$ cat config.mk
export PLATFORM = sky130hd
export DESIGN_NAME = axi_adapter
export DESIGN_NICKNAME = d
export VERILOG_FILES = /design/src/adapter_cfg_pkg.sv /design/src/axi_proto_pkg.sv /design/src/engine_if.sv /design/src/adapter_dispatch.sv /design/src/axi_write_ctrl.sv /design/src/axi_read_ctrl.sv /design/src/axi_adapter.sv
export SDC_FILE = /design/constraint.sdc
export NUM_CORES = 1
export LEC_CHECK = 0
export BUFFER_PORTS_ARGS = -buffer_cell sky130_fd_sc_hd__buf_2
export CORE_AREA = 4 4 351 353
export CTS_BUF_LIST = sky130_fd_sc_hd__clkbuf_16
export CTS_CLUSTER_SIZE = 20
export DETAILED_ROUTE_END_ITERATION = 8
export DIE_AREA = 0 0 355 357
export GPL_TIMING_DRIVEN = 0
export HOLD_SLACK_MARGIN = 0.02
export SLEW_MARGIN = 15
export SYNTH_ARGS = -nofsm -noshare
export SYNTH_HDL_FRONTEND = slang
export SYNTH_SLANG_ARGS = --single-unit
$ cat constraint.sdc
create_clock -name clk_i -period 17.28 [get_ports clk_i]
set_clock_uncertainty 0.1 [all_clocks]
set_input_delay 1.728 -clock clk_i [delete_from_list [all_inputs] [get_ports clk_i]]
set_output_delay 1.728 -clock clk_i [all_outputs]
set_load 0.05 [all_outputs]
$ cat src/adapter_cfg_pkg.sv
// Adapter configuration package
package adapter_cfg_pkg;

  // ------------------------------------------------------------
  // default sizes
  // ------------------------------------------------------------
  localparam int unsigned AddrWidth       = 32;
  localparam int unsigned AxiDataWidth    = 64;
  localparam int unsigned DefaultNumBeats = 4;
  localparam int unsigned DefaultIdWidth  = 4;

  // ------------------------------------------------------------
  // payload types
  // ------------------------------------------------------------
  // byte address of a request
  typedef logic [AddrWidth-1:0] addr_t;
  // one AXI data beat and its byte enables
  typedef logic [AxiDataWidth-1:0] beat_t;
  typedef logic [AxiDataWidth/8-1:0] strb_t;

endpackage

$ cat src/axi_proto_pkg.sv
// AXI protocol encodings
package axi_proto_pkg;

  // ------------------------------------------------------------
  // cache side request kind
  // ------------------------------------------------------------
  // a single beat or a whole cache line
  typedef enum logic {
    SINGLE_REQ = 1'b0,
    LINE_REQ   = 1'b1
  } req_kind_t;

  // ------------------------------------------------------------
  // AXI channel fields
  // ------------------------------------------------------------
  // burst type, only incrementing bursts are issued
  typedef logic [1:0] burst_t;
  localparam burst_t BURST_INCR = 2'b01;

  // response code
  typedef logic [1:0] resp_t;
  localparam resp_t RESP_OKAY = 2'b00;

  // number of beats minus one
  typedef logic [7:0] len_t;

  // bytes per beat is 2**size
  typedef logic [2:0] size_t;

endpackage

$ cat src/engine_if.sv
// Dispatcher to engine command link
interface engine_if #(
  parameter int unsigned IdWidth = adapter_cfg_pkg::DefaultIdWidth
);

  // one cycle strobe that hands a request to the engine
  logic                     start;

  // request fields, stable while the engine is active
  axi_proto_pkg::req_kind_t kind;
  adapter_cfg_pkg::addr_t   addr;
  axi_proto_pkg::size_t     size;
  logic [IdWidth-1:0]       id;

  // engine feedback pulses
  logic                     gnt;
  logic                     done;
  logic [IdWidth-1:0]       rsp_id;

  modport dispatch (
    output start, kind, addr, size, id,
    input  gnt, done, rsp_id
  );

  modport engine (
    input  start, kind, addr, size, id,
    output gnt, done, rsp_id
  );

endinterface

$ cat src/adapter_dispatch.sv
// Request dispatcher
module adapter_dispatch #(
  parameter int unsigned IdWidth = adapter_cfg_pkg::DefaultIdWidth
) (
  input  logic                     clk_i,
  input  logic                     rst_ni,
  input  logic                     req_i,
  input  logic                     we_i,
  input  axi_proto_pkg::req_kind_t kind_i,
  input  adapter_cfg_pkg::addr_t   addr_i,
  input  axi_proto_pkg::size_t     size_i,
  input  logic [IdWidth-1:0]       id_i,
  output logic                     gnt_o,
  output logic                     valid_o,
  output logic [IdWidth-1:0]       id_o,
  output logic                     busy_o,
  engine_if.dispatch               wr_cmd,
  engine_if.dispatch               rd_cmd
);

  logic                     active_q;
  logic                     start_q;
  logic                     sel_wr_q;
  logic                     accept;
  logic                     finish;
  axi_proto_pkg::req_kind_t kind_q;
  adapter_cfg_pkg::addr_t   addr_q;
  axi_proto_pkg::size_t     size_q;
  logic [IdWidth-1:0]       id_q;

  // a new request is only taken while idle
  assign accept = req_i & ~active_q;
  assign finish = wr_cmd.done | rd_cmd.done;

  // ------------------------------------------------------------
  // idle / active control
  // ------------------------------------------------------------
  always_ff @(posedge clk_i or negedge rst_ni) begin
    if (!rst_ni) begin
      active_q <= 1'b0;
      start_q  <= 1'b0;
      sel_wr_q <= 1'b0;
    end else begin
      start_q <= accept;
      if (accept) begin
        active_q <= 1'b1;
        sel_wr_q <= we_i;
      end else if (finish) begin
        active_q <= 1'b0;
      end
    end
  end

  // command fields, captured once per request
  always_ff @(posedge clk_i) begin
    if (accept) begin
      kind_q <= kind_i;
      addr_q <= addr_i;
      size_q <= size_i;
      id_q   <= id_i;
    end
  end

  // ------------------------------------------------------------
  // engine commands and merged responses
  // ------------------------------------------------------------
  assign wr_cmd.start = start_q & sel_wr_q;
  assign wr_cmd.kind  = kind_q;
  assign wr_cmd.addr  = addr_q;
  assign wr_cmd.size  = size_q;
  assign wr_cmd.id    = id_q;

  assign rd_cmd.start = start_q & ~sel_wr_q;
  assign rd_cmd.kind  = kind_q;
  assign rd_cmd.addr  = addr_q;
  assign rd_cmd.size  = size_q;
  assign rd_cmd.id    = id_q;

  assign gnt_o   = wr_cmd.gnt | rd_cmd.gnt;
  assign valid_o = finish;
  assign id_o    = sel_wr_q ? wr_cmd.rsp_id : rd_cmd.rsp_id;
  assign busy_o  = active_q;

endmodule

$ cat src/axi_write_ctrl.sv
// AXI write channel engine
module axi_write_ctrl #(
  parameter int unsigned NumBeats = adapter_cfg_pkg::DefaultNumBeats,
  parameter int unsigned IdWidth  = adapter_cfg_pkg::DefaultIdWidth
) (
  input  logic                                  clk_i,
  input  logic                                  rst_ni,
  engine_if.engine                              cmd,
  input  adapter_cfg_pkg::beat_t [NumBeats-1:0] wdata_i,
  input  adapter_cfg_pkg::strb_t [NumBeats-1:0] be_i,
  input  logic                                  aw_ready_i,
  input  logic                                  w_ready_i,
  input  logic                                  b_valid_i,
  input  logic [IdWidth-1:0]                    b_id_i,
  output logic                                  aw_valid_o,
  output adapter_cfg_pkg::addr_t                aw_addr_o,
  output axi_proto_pkg::len_t                   aw_len_o,
  output axi_proto_pkg::size_t                  aw_size_o,
  output axi_proto_pkg::burst_t                 aw_burst_o,
  output logic [IdWidth-1:0]                    aw_id_o,
  output logic                                  w_valid_o,
  output adapter_cfg_pkg::beat_t                w_data_o,
  output adapter_cfg_pkg::strb_t                w_strb_o,
  output logic                                  w_last_o,
  output logic                                  b_ready_o
);

  localparam int unsigned BeatIdxW = $clog2(NumBeats);
  localparam logic [BeatIdxW-1:0] LastBeat = BeatIdxW'(NumBeats - 1);
  localparam axi_proto_pkg::size_t BeatSize =
      axi_proto_pkg::size_t'($clog2(adapter_cfg_pkg::AxiDataWidth / 8));

  logic                is_line;
  logic                active_q;
  logic                aw_done_q;
  logic                w_done_q;
  logic [BeatIdxW-1:0] w_cnt_q;
  logic [BeatIdxW-1:0] beat_idx;
  logic                aw_fire;
  logic                w_fire;
  logic                w_last_fire;

  assign is_line = (cmd.kind == axi_proto_pkg::LINE_REQ);

  // ------------------------------------------------------------
  // AW channel
  // ------------------------------------------------------------
  assign aw_valid_o = active_q & ~aw_done_q;
  assign aw_addr_o  = cmd.addr;
  assign aw_len_o   = is_line ? axi_proto_pkg::len_t'(NumBeats - 1) : '0;
  assign aw_size_o  = is_line ? BeatSize : cmd.size;
  assign aw_burst_o = axi_proto_pkg::BURST_INCR;
  assign aw_id_o    = cmd.id;

  // ------------------------------------------------------------
  // W channel
  // ------------------------------------------------------------
  // single writes always take beat 0 of the line
  assign beat_idx  = is_line ? w_cnt_q : '0;
  assign w_valid_o = active_q & ~w_done_q;
  assign w_data_o  = wdata_i[beat_idx];
  assign w_strb_o  = be_i[beat_idx];
  assign w_last_o  = ~is_line | (w_cnt_q == LastBeat);

  assign aw_fire     = aw_valid_o & aw_ready_i;
  assign w_fire      = w_valid_o & w_ready_i;
  assign w_last_fire = w_fire & w_last_o;

  // grant once both address and all data have gone out
  assign cmd.gnt = active_q & ~(aw_done_q & w_done_q)
                 & (aw_done_q | aw_fire) & (w_done_q | w_last_fire);

  // B phase starts after both AW and the last W are accepted
  assign b_ready_o  = active_q & aw_done_q & w_done_q;
  assign cmd.done   = b_ready_o & b_valid_i;
  assign cmd.rsp_id = b_id_i;

  always_ff @(posedge clk_i or negedge rst_ni) begin
    if (!rst_ni) begin
      active_q  <= 1'b0;
      aw_done_q <= 1'b0;
      w_done_q  <= 1'b0;
      w_cnt_q   <= '0;
    end else if (cmd.start) begin
      active_q  <= 1'b1;
      aw_done_q <= 1'b0;
      w_done_q  <= 1'b0;
      w_cnt_q   <= '0;
    end else begin
      if (aw_fire) aw_done_q <= 1'b1;
      if (w_fire) w_cnt_q <= w_cnt_q + 1'b1;
      if (w_last_fire) w_done_q <= 1'b1;
      if (cmd.done) active_q <= 1'b0;
    end
  end

endmodule

$ cat src/axi_read_ctrl.sv
// AXI read channel engine
module axi_read_ctrl #(
  parameter int unsigned NumBeats = adapter_cfg_pkg::DefaultNumBeats,
  parameter int unsigned IdWidth  = adapter_cfg_pkg::DefaultIdWidth
) (
  input  logic                                  clk_i,
  input  logic                                  rst_ni,
  engine_if.engine                              cmd,
  input  logic                                  ar_ready_i,
  input  logic                                  r_valid_i,
  input  adapter_cfg_pkg::beat_t                r_data_i,
  input  logic [IdWidth-1:0]                    r_id_i,
  input  logic                                  r_last_i,
  output logic                                  ar_valid_o,
  output adapter_cfg_pkg::addr_t                ar_addr_o,
  output axi_proto_pkg::len_t                   ar_len_o,
  output axi_proto_pkg::size_t                  ar_size_o,
  output axi_proto_pkg::burst_t                 ar_burst_o,
  output logic [IdWidth-1:0]                    ar_id_o,
  output logic                                  r_ready_o,
  output adapter_cfg_pkg::beat_t [NumBeats-1:0] rdata_o,
  output adapter_cfg_pkg::beat_t                critical_word_o,
  output logic                                  critical_word_valid_o
);

  localparam int unsigned BeatIdxW = $clog2(NumBeats);
  localparam int unsigned ByteOffW = $clog2(adapter_cfg_pkg::AxiDataWidth / 8);
  localparam int unsigned LineOffW = BeatIdxW + ByteOffW;
  localparam adapter_cfg_pkg::addr_t LineMask =
      ~adapter_cfg_pkg::addr_t'((2 ** LineOffW) - 1);
  localparam axi_proto_pkg::size_t BeatSize = axi_proto_pkg::size_t'(ByteOffW);

  logic                                  is_line;
  logic                                  active_q;
  logic                                  ar_done_q;
  logic                                  fin_q;
  logic [BeatIdxW-1:0]                   beat_cnt_q;
  logic [BeatIdxW-1:0]                   crit_off_q;
  logic [IdWidth-1:0]                    id_q;
  adapter_cfg_pkg::beat_t [NumBeats-1:0] line_q;
  logic                                  ar_fire;
  logic                                  r_fire;

  assign is_line = (cmd.kind == axi_proto_pkg::LINE_REQ);

  // ------------------------------------------------------------
  // AR channel
  // ------------------------------------------------------------
  // line reads start at the line base
  assign ar_valid_o = active_q & ~ar_done_q;
  assign ar_addr_o  = is_line ? (cmd.addr & LineMask) : cmd.addr;
  assign ar_len_o   = is_line ? axi_proto_pkg::len_t'(NumBeats - 1) : '0;
  assign ar_size_o  = is_line ? BeatSize : cmd.size;
  assign ar_burst_o = axi_proto_pkg::BURST_INCR;
  assign ar_id_o    = cmd.id;

  assign ar_fire = ar_valid_o & ar_ready_i;
  assign cmd.gnt = ar_fire;

  // ------------------------------------------------------------
  // R channel
  // ------------------------------------------------------------
  assign r_ready_o = active_q & ar_done_q & ~fin_q;
  assign r_fire    = r_valid_i & r_ready_o;

  // the beat the request address points at
  assign critical_word_valid_o = r_fire & is_line & (beat_cnt_q == crit_off_q);
  assign critical_word_o       = r_data_i;

  assign rdata_o    = line_q;
  assign cmd.done   = fin_q;
  assign cmd.rsp_id = id_q;

  always_ff @(posedge clk_i or negedge rst_ni) begin
    if (!rst_ni) begin
      active_q   <= 1'b0;
      ar_done_q  <= 1'b0;
      fin_q      <= 1'b0;
      beat_cnt_q <= '0;
    end else if (cmd.start) begin
      active_q   <= 1'b1;
      ar_done_q  <= 1'b0;
      fin_q      <= 1'b0;
      beat_cnt_q <= '0;
    end else begin
      if (ar_fire) ar_done_q <= 1'b1;
      if (r_fire) begin
        beat_cnt_q <= beat_cnt_q + 1'b1;
        if (r_last_i) fin_q <= 1'b1;
      end
      // completion is reported one cycle after the last beat
      if (fin_q) begin
        fin_q    <= 1'b0;
        active_q <= 1'b0;
      end
    end
  end

  // line buffer and captured fields
  always_ff @(posedge clk_i) begin
    if (cmd.start) begin
      crit_off_q <= cmd.addr[LineOffW-1:ByteOffW];
    end
    if (r_fire) begin
      line_q[is_line ? beat_cnt_q : '0] <= r_data_i;
      if (r_last_i) id_q <= r_id_i;
    end
  end

endmodule

$ cat src/axi_adapter.sv
// Cache to AXI4 adapter
module axi_adapter #(
  parameter int unsigned NumBeats = adapter_cfg_pkg::DefaultNumBeats,
  parameter int unsigned IdWidth  = adapter_cfg_pkg::DefaultIdWidth
) (
  input  logic                                  clk_i,
  input  logic                                  rst_ni,
  // ------------------------------------------------------------
  // cache side
  // ------------------------------------------------------------
  input  logic                                  req_i,
  input  axi_proto_pkg::req_kind_t              kind_i,
  input  adapter_cfg_pkg::addr_t                addr_i,
  input  logic                                  we_i,
  input  axi_proto_pkg::size_t                  size_i,
  input  logic [IdWidth-1:0]                    id_i,
  input  adapter_cfg_pkg::beat_t [NumBeats-1:0] wdata_i,
  input  adapter_cfg_pkg::strb_t [NumBeats-1:0] be_i,
  output logic                                  gnt_o,
  output logic                                  valid_o,
  output adapter_cfg_pkg::beat_t [NumBeats-1:0] rdata_o,
  output logic [IdWidth-1:0]                    id_o,
  output adapter_cfg_pkg::beat_t                critical_word_o,
  output logic                                  critical_word_valid_o,
  output logic                                  busy_o,
  // ------------------------------------------------------------
  // AXI master
  // ------------------------------------------------------------
  output logic                                  aw_valid_o,
  input  logic                                  aw_ready_i,
  output adapter_cfg_pkg::addr_t                aw_addr_o,
  output axi_proto_pkg::len_t                   aw_len_o,
  output axi_proto_pkg::size_t                  aw_size_o,
  output axi_proto_pkg::burst_t                 aw_burst_o,
  output logic [IdWidth-1:0]                    aw_id_o,
  output logic                                  w_valid_o,
  input  logic                                  w_ready_i,
  output adapter_cfg_pkg::beat_t                w_data_o,
  output adapter_cfg_pkg::strb_t                w_strb_o,
  output logic                                  w_last_o,
  input  logic                                  b_valid_i,
  output logic                                  b_ready_o,
  input  logic [IdWidth-1:0]                    b_id_i,
  output logic                                  ar_valid_o,
  input  logic                                  ar_ready_i,
  output adapter_cfg_pkg::addr_t                ar_addr_o,
  output axi_proto_pkg::len_t                   ar_len_o,
  output axi_proto_pkg::size_t                  ar_size_o,
  output axi_proto_pkg::burst_t                 ar_burst_o,
  output logic [IdWidth-1:0]                    ar_id_o,
  input  logic                                  r_valid_i,
  output logic                                  r_ready_o,
  input  adapter_cfg_pkg::beat_t                r_data_i,
  input  logic [IdWidth-1:0]                    r_id_i,
  input  logic                                  r_last_i
);

  engine_if #(.IdWidth(IdWidth)) wr_cmd ();
  engine_if #(.IdWidth(IdWidth)) rd_cmd ();

  adapter_dispatch #(
    .IdWidth (IdWidth)
  ) dispatch_i (
    .clk_i   (clk_i),
    .rst_ni  (rst_ni),
    .req_i   (req_i),
    .we_i    (we_i),
    .kind_i  (kind_i),
    .addr_i  (addr_i),
    .size_i  (size_i),
    .id_i    (id_i),
    .gnt_o   (gnt_o),
    .valid_o (valid_o),
    .id_o    (id_o),
    .busy_o  (busy_o),
    .wr_cmd  (wr_cmd.dispatch),
    .rd_cmd  (rd_cmd.dispatch)
  );

  axi_write_ctrl #(
    .NumBeats (NumBeats),
    .IdWidth  (IdWidth)
  ) write_i (
    .clk_i      (clk_i),
    .rst_ni     (rst_ni),
    .cmd        (wr_cmd.engine),
    .wdata_i    (wdata_i),
    .be_i       (be_i),
    .aw_ready_i (aw_ready_i),
    .w_ready_i  (w_ready_i),
    .b_valid_i  (b_valid_i),
    .b_id_i     (b_id_i),
    .aw_valid_o (aw_valid_o),
    .aw_addr_o  (aw_addr_o),
    .aw_len_o   (aw_len_o),
    .aw_size_o  (aw_size_o),
    .aw_burst_o (aw_burst_o),
    .aw_id_o    (aw_id_o),
    .w_valid_o  (w_valid_o),
    .w_data_o   (w_data_o),
    .w_strb_o   (w_strb_o),
    .w_last_o   (w_last_o),
    .b_ready_o  (b_ready_o)
  );

  axi_read_ctrl #(
    .NumBeats (NumBeats),
    .IdWidth  (IdWidth)
  ) read_i (
    .clk_i                 (clk_i),
    .rst_ni                (rst_ni),
    .cmd                   (rd_cmd.engine),
    .ar_ready_i            (ar_ready_i),
    .r_valid_i             (r_valid_i),
    .r_data_i              (r_data_i),
    .r_id_i                (r_id_i),
    .r_last_i              (r_last_i),
    .ar_valid_o            (ar_valid_o),
    .ar_addr_o             (ar_addr_o),
    .ar_len_o              (ar_len_o),
    .ar_size_o             (ar_size_o),
    .ar_burst_o            (ar_burst_o),
    .ar_id_o               (ar_id_o),
    .r_ready_o             (r_ready_o),
    .rdata_o               (rdata_o),
    .critical_word_o       (critical_word_o),
    .critical_word_valid_o (critical_word_valid_o)
  );

endmodule

==> results by group <==
Outcome
  • Outcome: finished clean

Global routing
  • Overall track demand over capacity in global routing: 13.86%
  • Vias in the first global route: 12.00k
  • Wire length of the first global-routing pass: 115700 µm
  • Total global routing overflow: 0
  • Largest net degree at the start of global routing: 53
  • Initial antenna violation count: 66

STA
  • Final Slew Violations: 0
  • Highest achievable clock rate: 184.2 MHz
  • Finish-stage setup viols: 0
  • Relative max-transition margin: 26.48%
  • Final period utilization: 31.42%
  • Hold violation total from the final report: 0
  • Final period demand of the worst path: 5.429 ns
  • Smallest setup slack after layout: 11.85 ns
  • Setup repair after global routing missed its margin: no
  • Slew @ Worst Pin: 1.096 ns
  • Total Negative Setup Slacks: 0 ns

Synthesis
  • Syn avg cell area: 14.27 µm²
  • Count of state elements after synthesis: 315
  • Netlist cell types: 39
  • Portion of the post-synthesis area used by sequential elements: 72.12%
  • Post-synth top area share: 69.63%
  • Synthesis warning total: 0
  • Syn Std Cell Area: 13020 µm²
  • Most common flop cell mapped by yosys: sky130_fd_sc_hd__edfxtp_1
  • Number of flops mapped to enable cells by yosys: 302
  • Area leader, netlist: sky130_fd_sc_hd__edfxtp_1
  • Cell types with the largest area share after synthesis: sky130_fd_sc_hd__edfxtp_1 (70%), sky130_fd_sc_hd__buf_4 (6.9%), sky130_fd_sc_hd__nand2_1 (4.2%)
  • Post-Synthesis Cells: 913
  • Share of flip-flops with an asynchronous set or reset after synthesis: 4.127%

Worst setup path
  • Biggest fanout along the worst timing path: 10
  • Endpoint required time on the critical path: 15.45 ns
  • Worst path arrival time: 3.60 ns
  • Cell breakdown of the critical path: nand2_2 -> clkbuf_1 -> a211oi_1 -> a31oi_1 -> buf_2
  • Critical path class: reg2out
  • Crit path largest cell delay: 0.97 ns
  • CP startpoint kind: register
  • Buffers plus inverters on the worst setup path: 2
  • Number of cells traversed by the worst register-to-register path: 11
  • Stages on the worst setup path: 5
  • Capturing element type of the critical path: output port
  • Slowest CP cell: sky130_fd_sc_hd__a211oi_1
  • Cell family contributing the most delay on the critical path: compound AO/OA/AOI/OAI gates

Finish
  • Most frequent cells in the layout: sky130_fd_sc_hd__buf_2 (918), sky130_fd_sc_hd__edfxtp_1 (302), sky130_fd_sc_hd__nand2_1 (145)
  • Non-Filler Instances: 3538
  • Most common library cell in the layout ignoring fill and taps: sky130_fd_sc_hd__buf_2
  • Post-layout net count: 2291
  • Layout cells sized above 1: 59.34%
  • Fillers: 13.40k
  • Growth of design area from synthesis to finish: 61.99%

Detailed routing
  • Detailed-router iteration count before antenna repair: 5
  • Routed wire length: 92980 µm
  • Detailed-route wire length per cell: 26.28 µm
  • Via count normalized by instance count: 3.455
  • Iteration-0 DRC count of the detailed router: 970
  • Detailed-route via count: 12.22k
  • Residual DRC count: 0
  • Antenna Nets Post-Route: 0

Job
  • Max-cap check violation count: 0

CTS
  • Post-cts repair resize count: 0
  • Post-CTS Hold Fix Bufs: 0
  • Buffer type at the clock tree root: sky130_fd_sc_hd__clkbuf_16
  • Number of levels in the clock H-tree: 2
  • Postcts setup bufs: 0
  • TritonCTS clock tree: done
  • Cts bufs inserted: 37
  • Skew-Pair Late Insertion Delay: 0.61 ns
  • Clock-pin slew reported for the worst setup and hold paths after clock tree synthesis: 0.06 ns
  • Clock Path Buffers: 3
  • CTS sink cnt: 315

Power and ir drop
  • Total power density per cell area: 148.4 nW/µm²
  • Internal power contribution: 1.669 mW
  • VDD IR max: 0.09096 mV
  • Share of total power in combinational logic: 44.1%
  • Share of total power in sequential cells: 30.9%
  • Switching share of power: 46.72%
  • Leakage power summed over all cells: 8.836 nW
  • Clock network power share: 24.9%
  • Sw power: 1.463 mW

Placed design
  • Post-placement setup slack: 11.98 ns
  • Total of buffers placed on input and output ports: 897
  • Estimated wirelength of the detail-placed design: 80350 µm
  • Placed insts: 3453
  • Routability cong.: 1.002

Min path
  • Instance count along the most critical hold path: 1
  • Hold Crit Class: reg2reg

Floorplan
  • Number of primary I/O pins: 914
  • Standard-cell rows: 127
  • Area of the die: 126700 µm²
  • Placeable Area: 119800 µm²
  • Width of the chip: 355 µm
  • Effective utilization at floorplan: 10.87%
  • Vertical die dimension: 357 µm
-- flip-flops by register name, summed over array words and instances (netlist names) --
register / count
read_i.rdata_o: 256
dispatch_i.rd_cmd.addr: 32
dispatch_i.rd_cmd.id: 4
read_i.cmd.rsp_id: 4
dispatch_i.rd_cmd.size: 3
read_i.beat_cnt_q: 2
read_i.crit_off_q: 2
write_i.w_cnt_q: 2
dispatch_i.busy_o: 1
dispatch_i.rd_cmd.kind: 1
dispatch_i.sel_wr_q: 1
dispatch_i.start_q: 1
read_i.active_q: 1
read_i.ar_done_q: 1
read_i.cmd.done: 1
write_i.active_q: 1
write_i.aw_done_q: 1
write_i.w_done_q: 1
-- cells by family (layout without fill, tap and decap cells) --
| family | Yosys count | count (layout) | synth area share, % |
|---|---|---|---|
| buf+inv | 171 | 1150 | 9.241 |
| mux | 6 | 6 | 0.5091 |
| xor+xnor | 4 | 4 | 0.2690 |
| fa+ha+maj | 1 | 1 | 0.09605 |
| compound gates | 160 | 160 | 8.300 |
| flops | 315 | 315 | 72.12 |
| other cells | 2 | 36 | 0.05766 |
| simple gates | 254 | 254 | 9.404 |
-- per-stage QoR --
| step | hold slack [ns] | cell area (µm²) | total power, mW | utilization [%] |
|---|---|---|---|---|
| after global placement | 0.3702 | 19580 | 2.360 | 16.35 |
| after global routing | 0.4218 | 21060 | 3.250 | 17.58 |
| after CTS | 0.3876 | 21050 | 3.178 | 17.57 |
| after detailed placement | 0.3788 | 19870 | 2.377 | 16.58 |
| final | 0.3908 | 21100 | 3.132 | 17.61 |
| after floorplan | 0.3432 | 13080 | 1.860 | - |
-- metal layers --
layer | vias to the layer above | part of all wire [%] | GRT usage, %
met2 | 871 | 52 | 25.76
met4 | 2 | 4.2 | 4.993
li1 | 5205 | - | -
met1 | 5958 | 35 | 14.95
met3 | 188 | 8.8 | 3.901
met5 | - | 0.013 | 0
-- power by group through the flow --
stage | Clock [mW] | Combinational (mW) | Sequential, mW
floorplan | 0 | 0.689 | 1.17
global route | 0.835 | 1.44 | 0.977
detailed placement | 0 | 1.39 | 0.984
finish | 0.780 | 1.38 | 0.969
global placement | 0 | 1.36 | 0.998
CTS | 0.815 | 1.39 | 0.970
-- layout make-up --
| cell class | count | area, µm² | area share (%) |
|---|---|---|---|
| repair buffers | 914 | 4738 | 22.46 |
| clock buffers | 37 | 925.9 | 4.388 |
| diodes | 20 | 50.05 | 0.2372 |
| inverters | 4 | 15.01 | 0.07116 |
| well taps | 1612 | 2017 | 9.559 |
| flip-flops and latches | 315 | 9394 | 44.52 |
| multi-input cells | 441 | 2515 | 11.92 |
| clock inverters | 28 | 254.0 | 1.204 |
| plain buffers | 167 | 1190 | 5.640 |
-- cells in the mapped netlist (2+ instances only) --
library cell               instances
sky130_fd_sc_hd__buf_6             2
sky130_fd_sc_hd__nand2_1         145
sky130_fd_sc_hd__mux2_2            5
sky130_fd_sc_hd__a31oi_1          73
sky130_fd_sc_hd__edfxtp_1        302
sky130_fd_sc_hd__or2_2             2
sky130_fd_sc_hd__clkbuf_8          7
sky130_fd_sc_hd__nand2_2           2
sky130_fd_sc_hd__clkbuf_1         17
sky130_fd_sc_hd__a211oi_1         72
sky130_fd_sc_hd__conb_1            2
sky130_fd_sc_hd__nor2_1            3
sky130_fd_sc_hd__nor3_1            2
sky130_fd_sc_hd__xor2_1            3
sky130_fd_sc_hd__dfrtp_1          13
sky130_fd_sc_hd__o21ai_0           4
sky130_fd_sc_hd__buf_2            21
sky130_fd_sc_hd__buf_4           120
sky130_fd_sc_hd__nand2b_1          2
sky130_fd_sc_hd__a21oi_1           8
sky130_fd_sc_hd__nor2b_1          84
sky130_fd_sc_hd__and3_1            4
sky130_fd_sc_hd__inv_1             4
-- final timing paths --
| path | from | endpoint | slack [ns] |
|---|---|---|---|
| worst min register to register | read_i.cmd.done | read_i.active_q | 0.39 |
| max in group asynchronous | rst_ni | write_i.w_done_q | 15.96 |
| worst min-delay path | read_i.cmd.done | read_i.active_q | 0.39 |
| min in group asynchronous | rst_ni | write_i.w_cnt_q[1] | 0.89 |
| worst max-delay path | dispatch_i.rd_cmd.kind | w_data_o[11] | 11.85 |
| worst max register to register | dispatch_i.rd_cmd.kind | read_i.rdata_o[67] | 13.27 |
(Power assumes the default switching activity.)
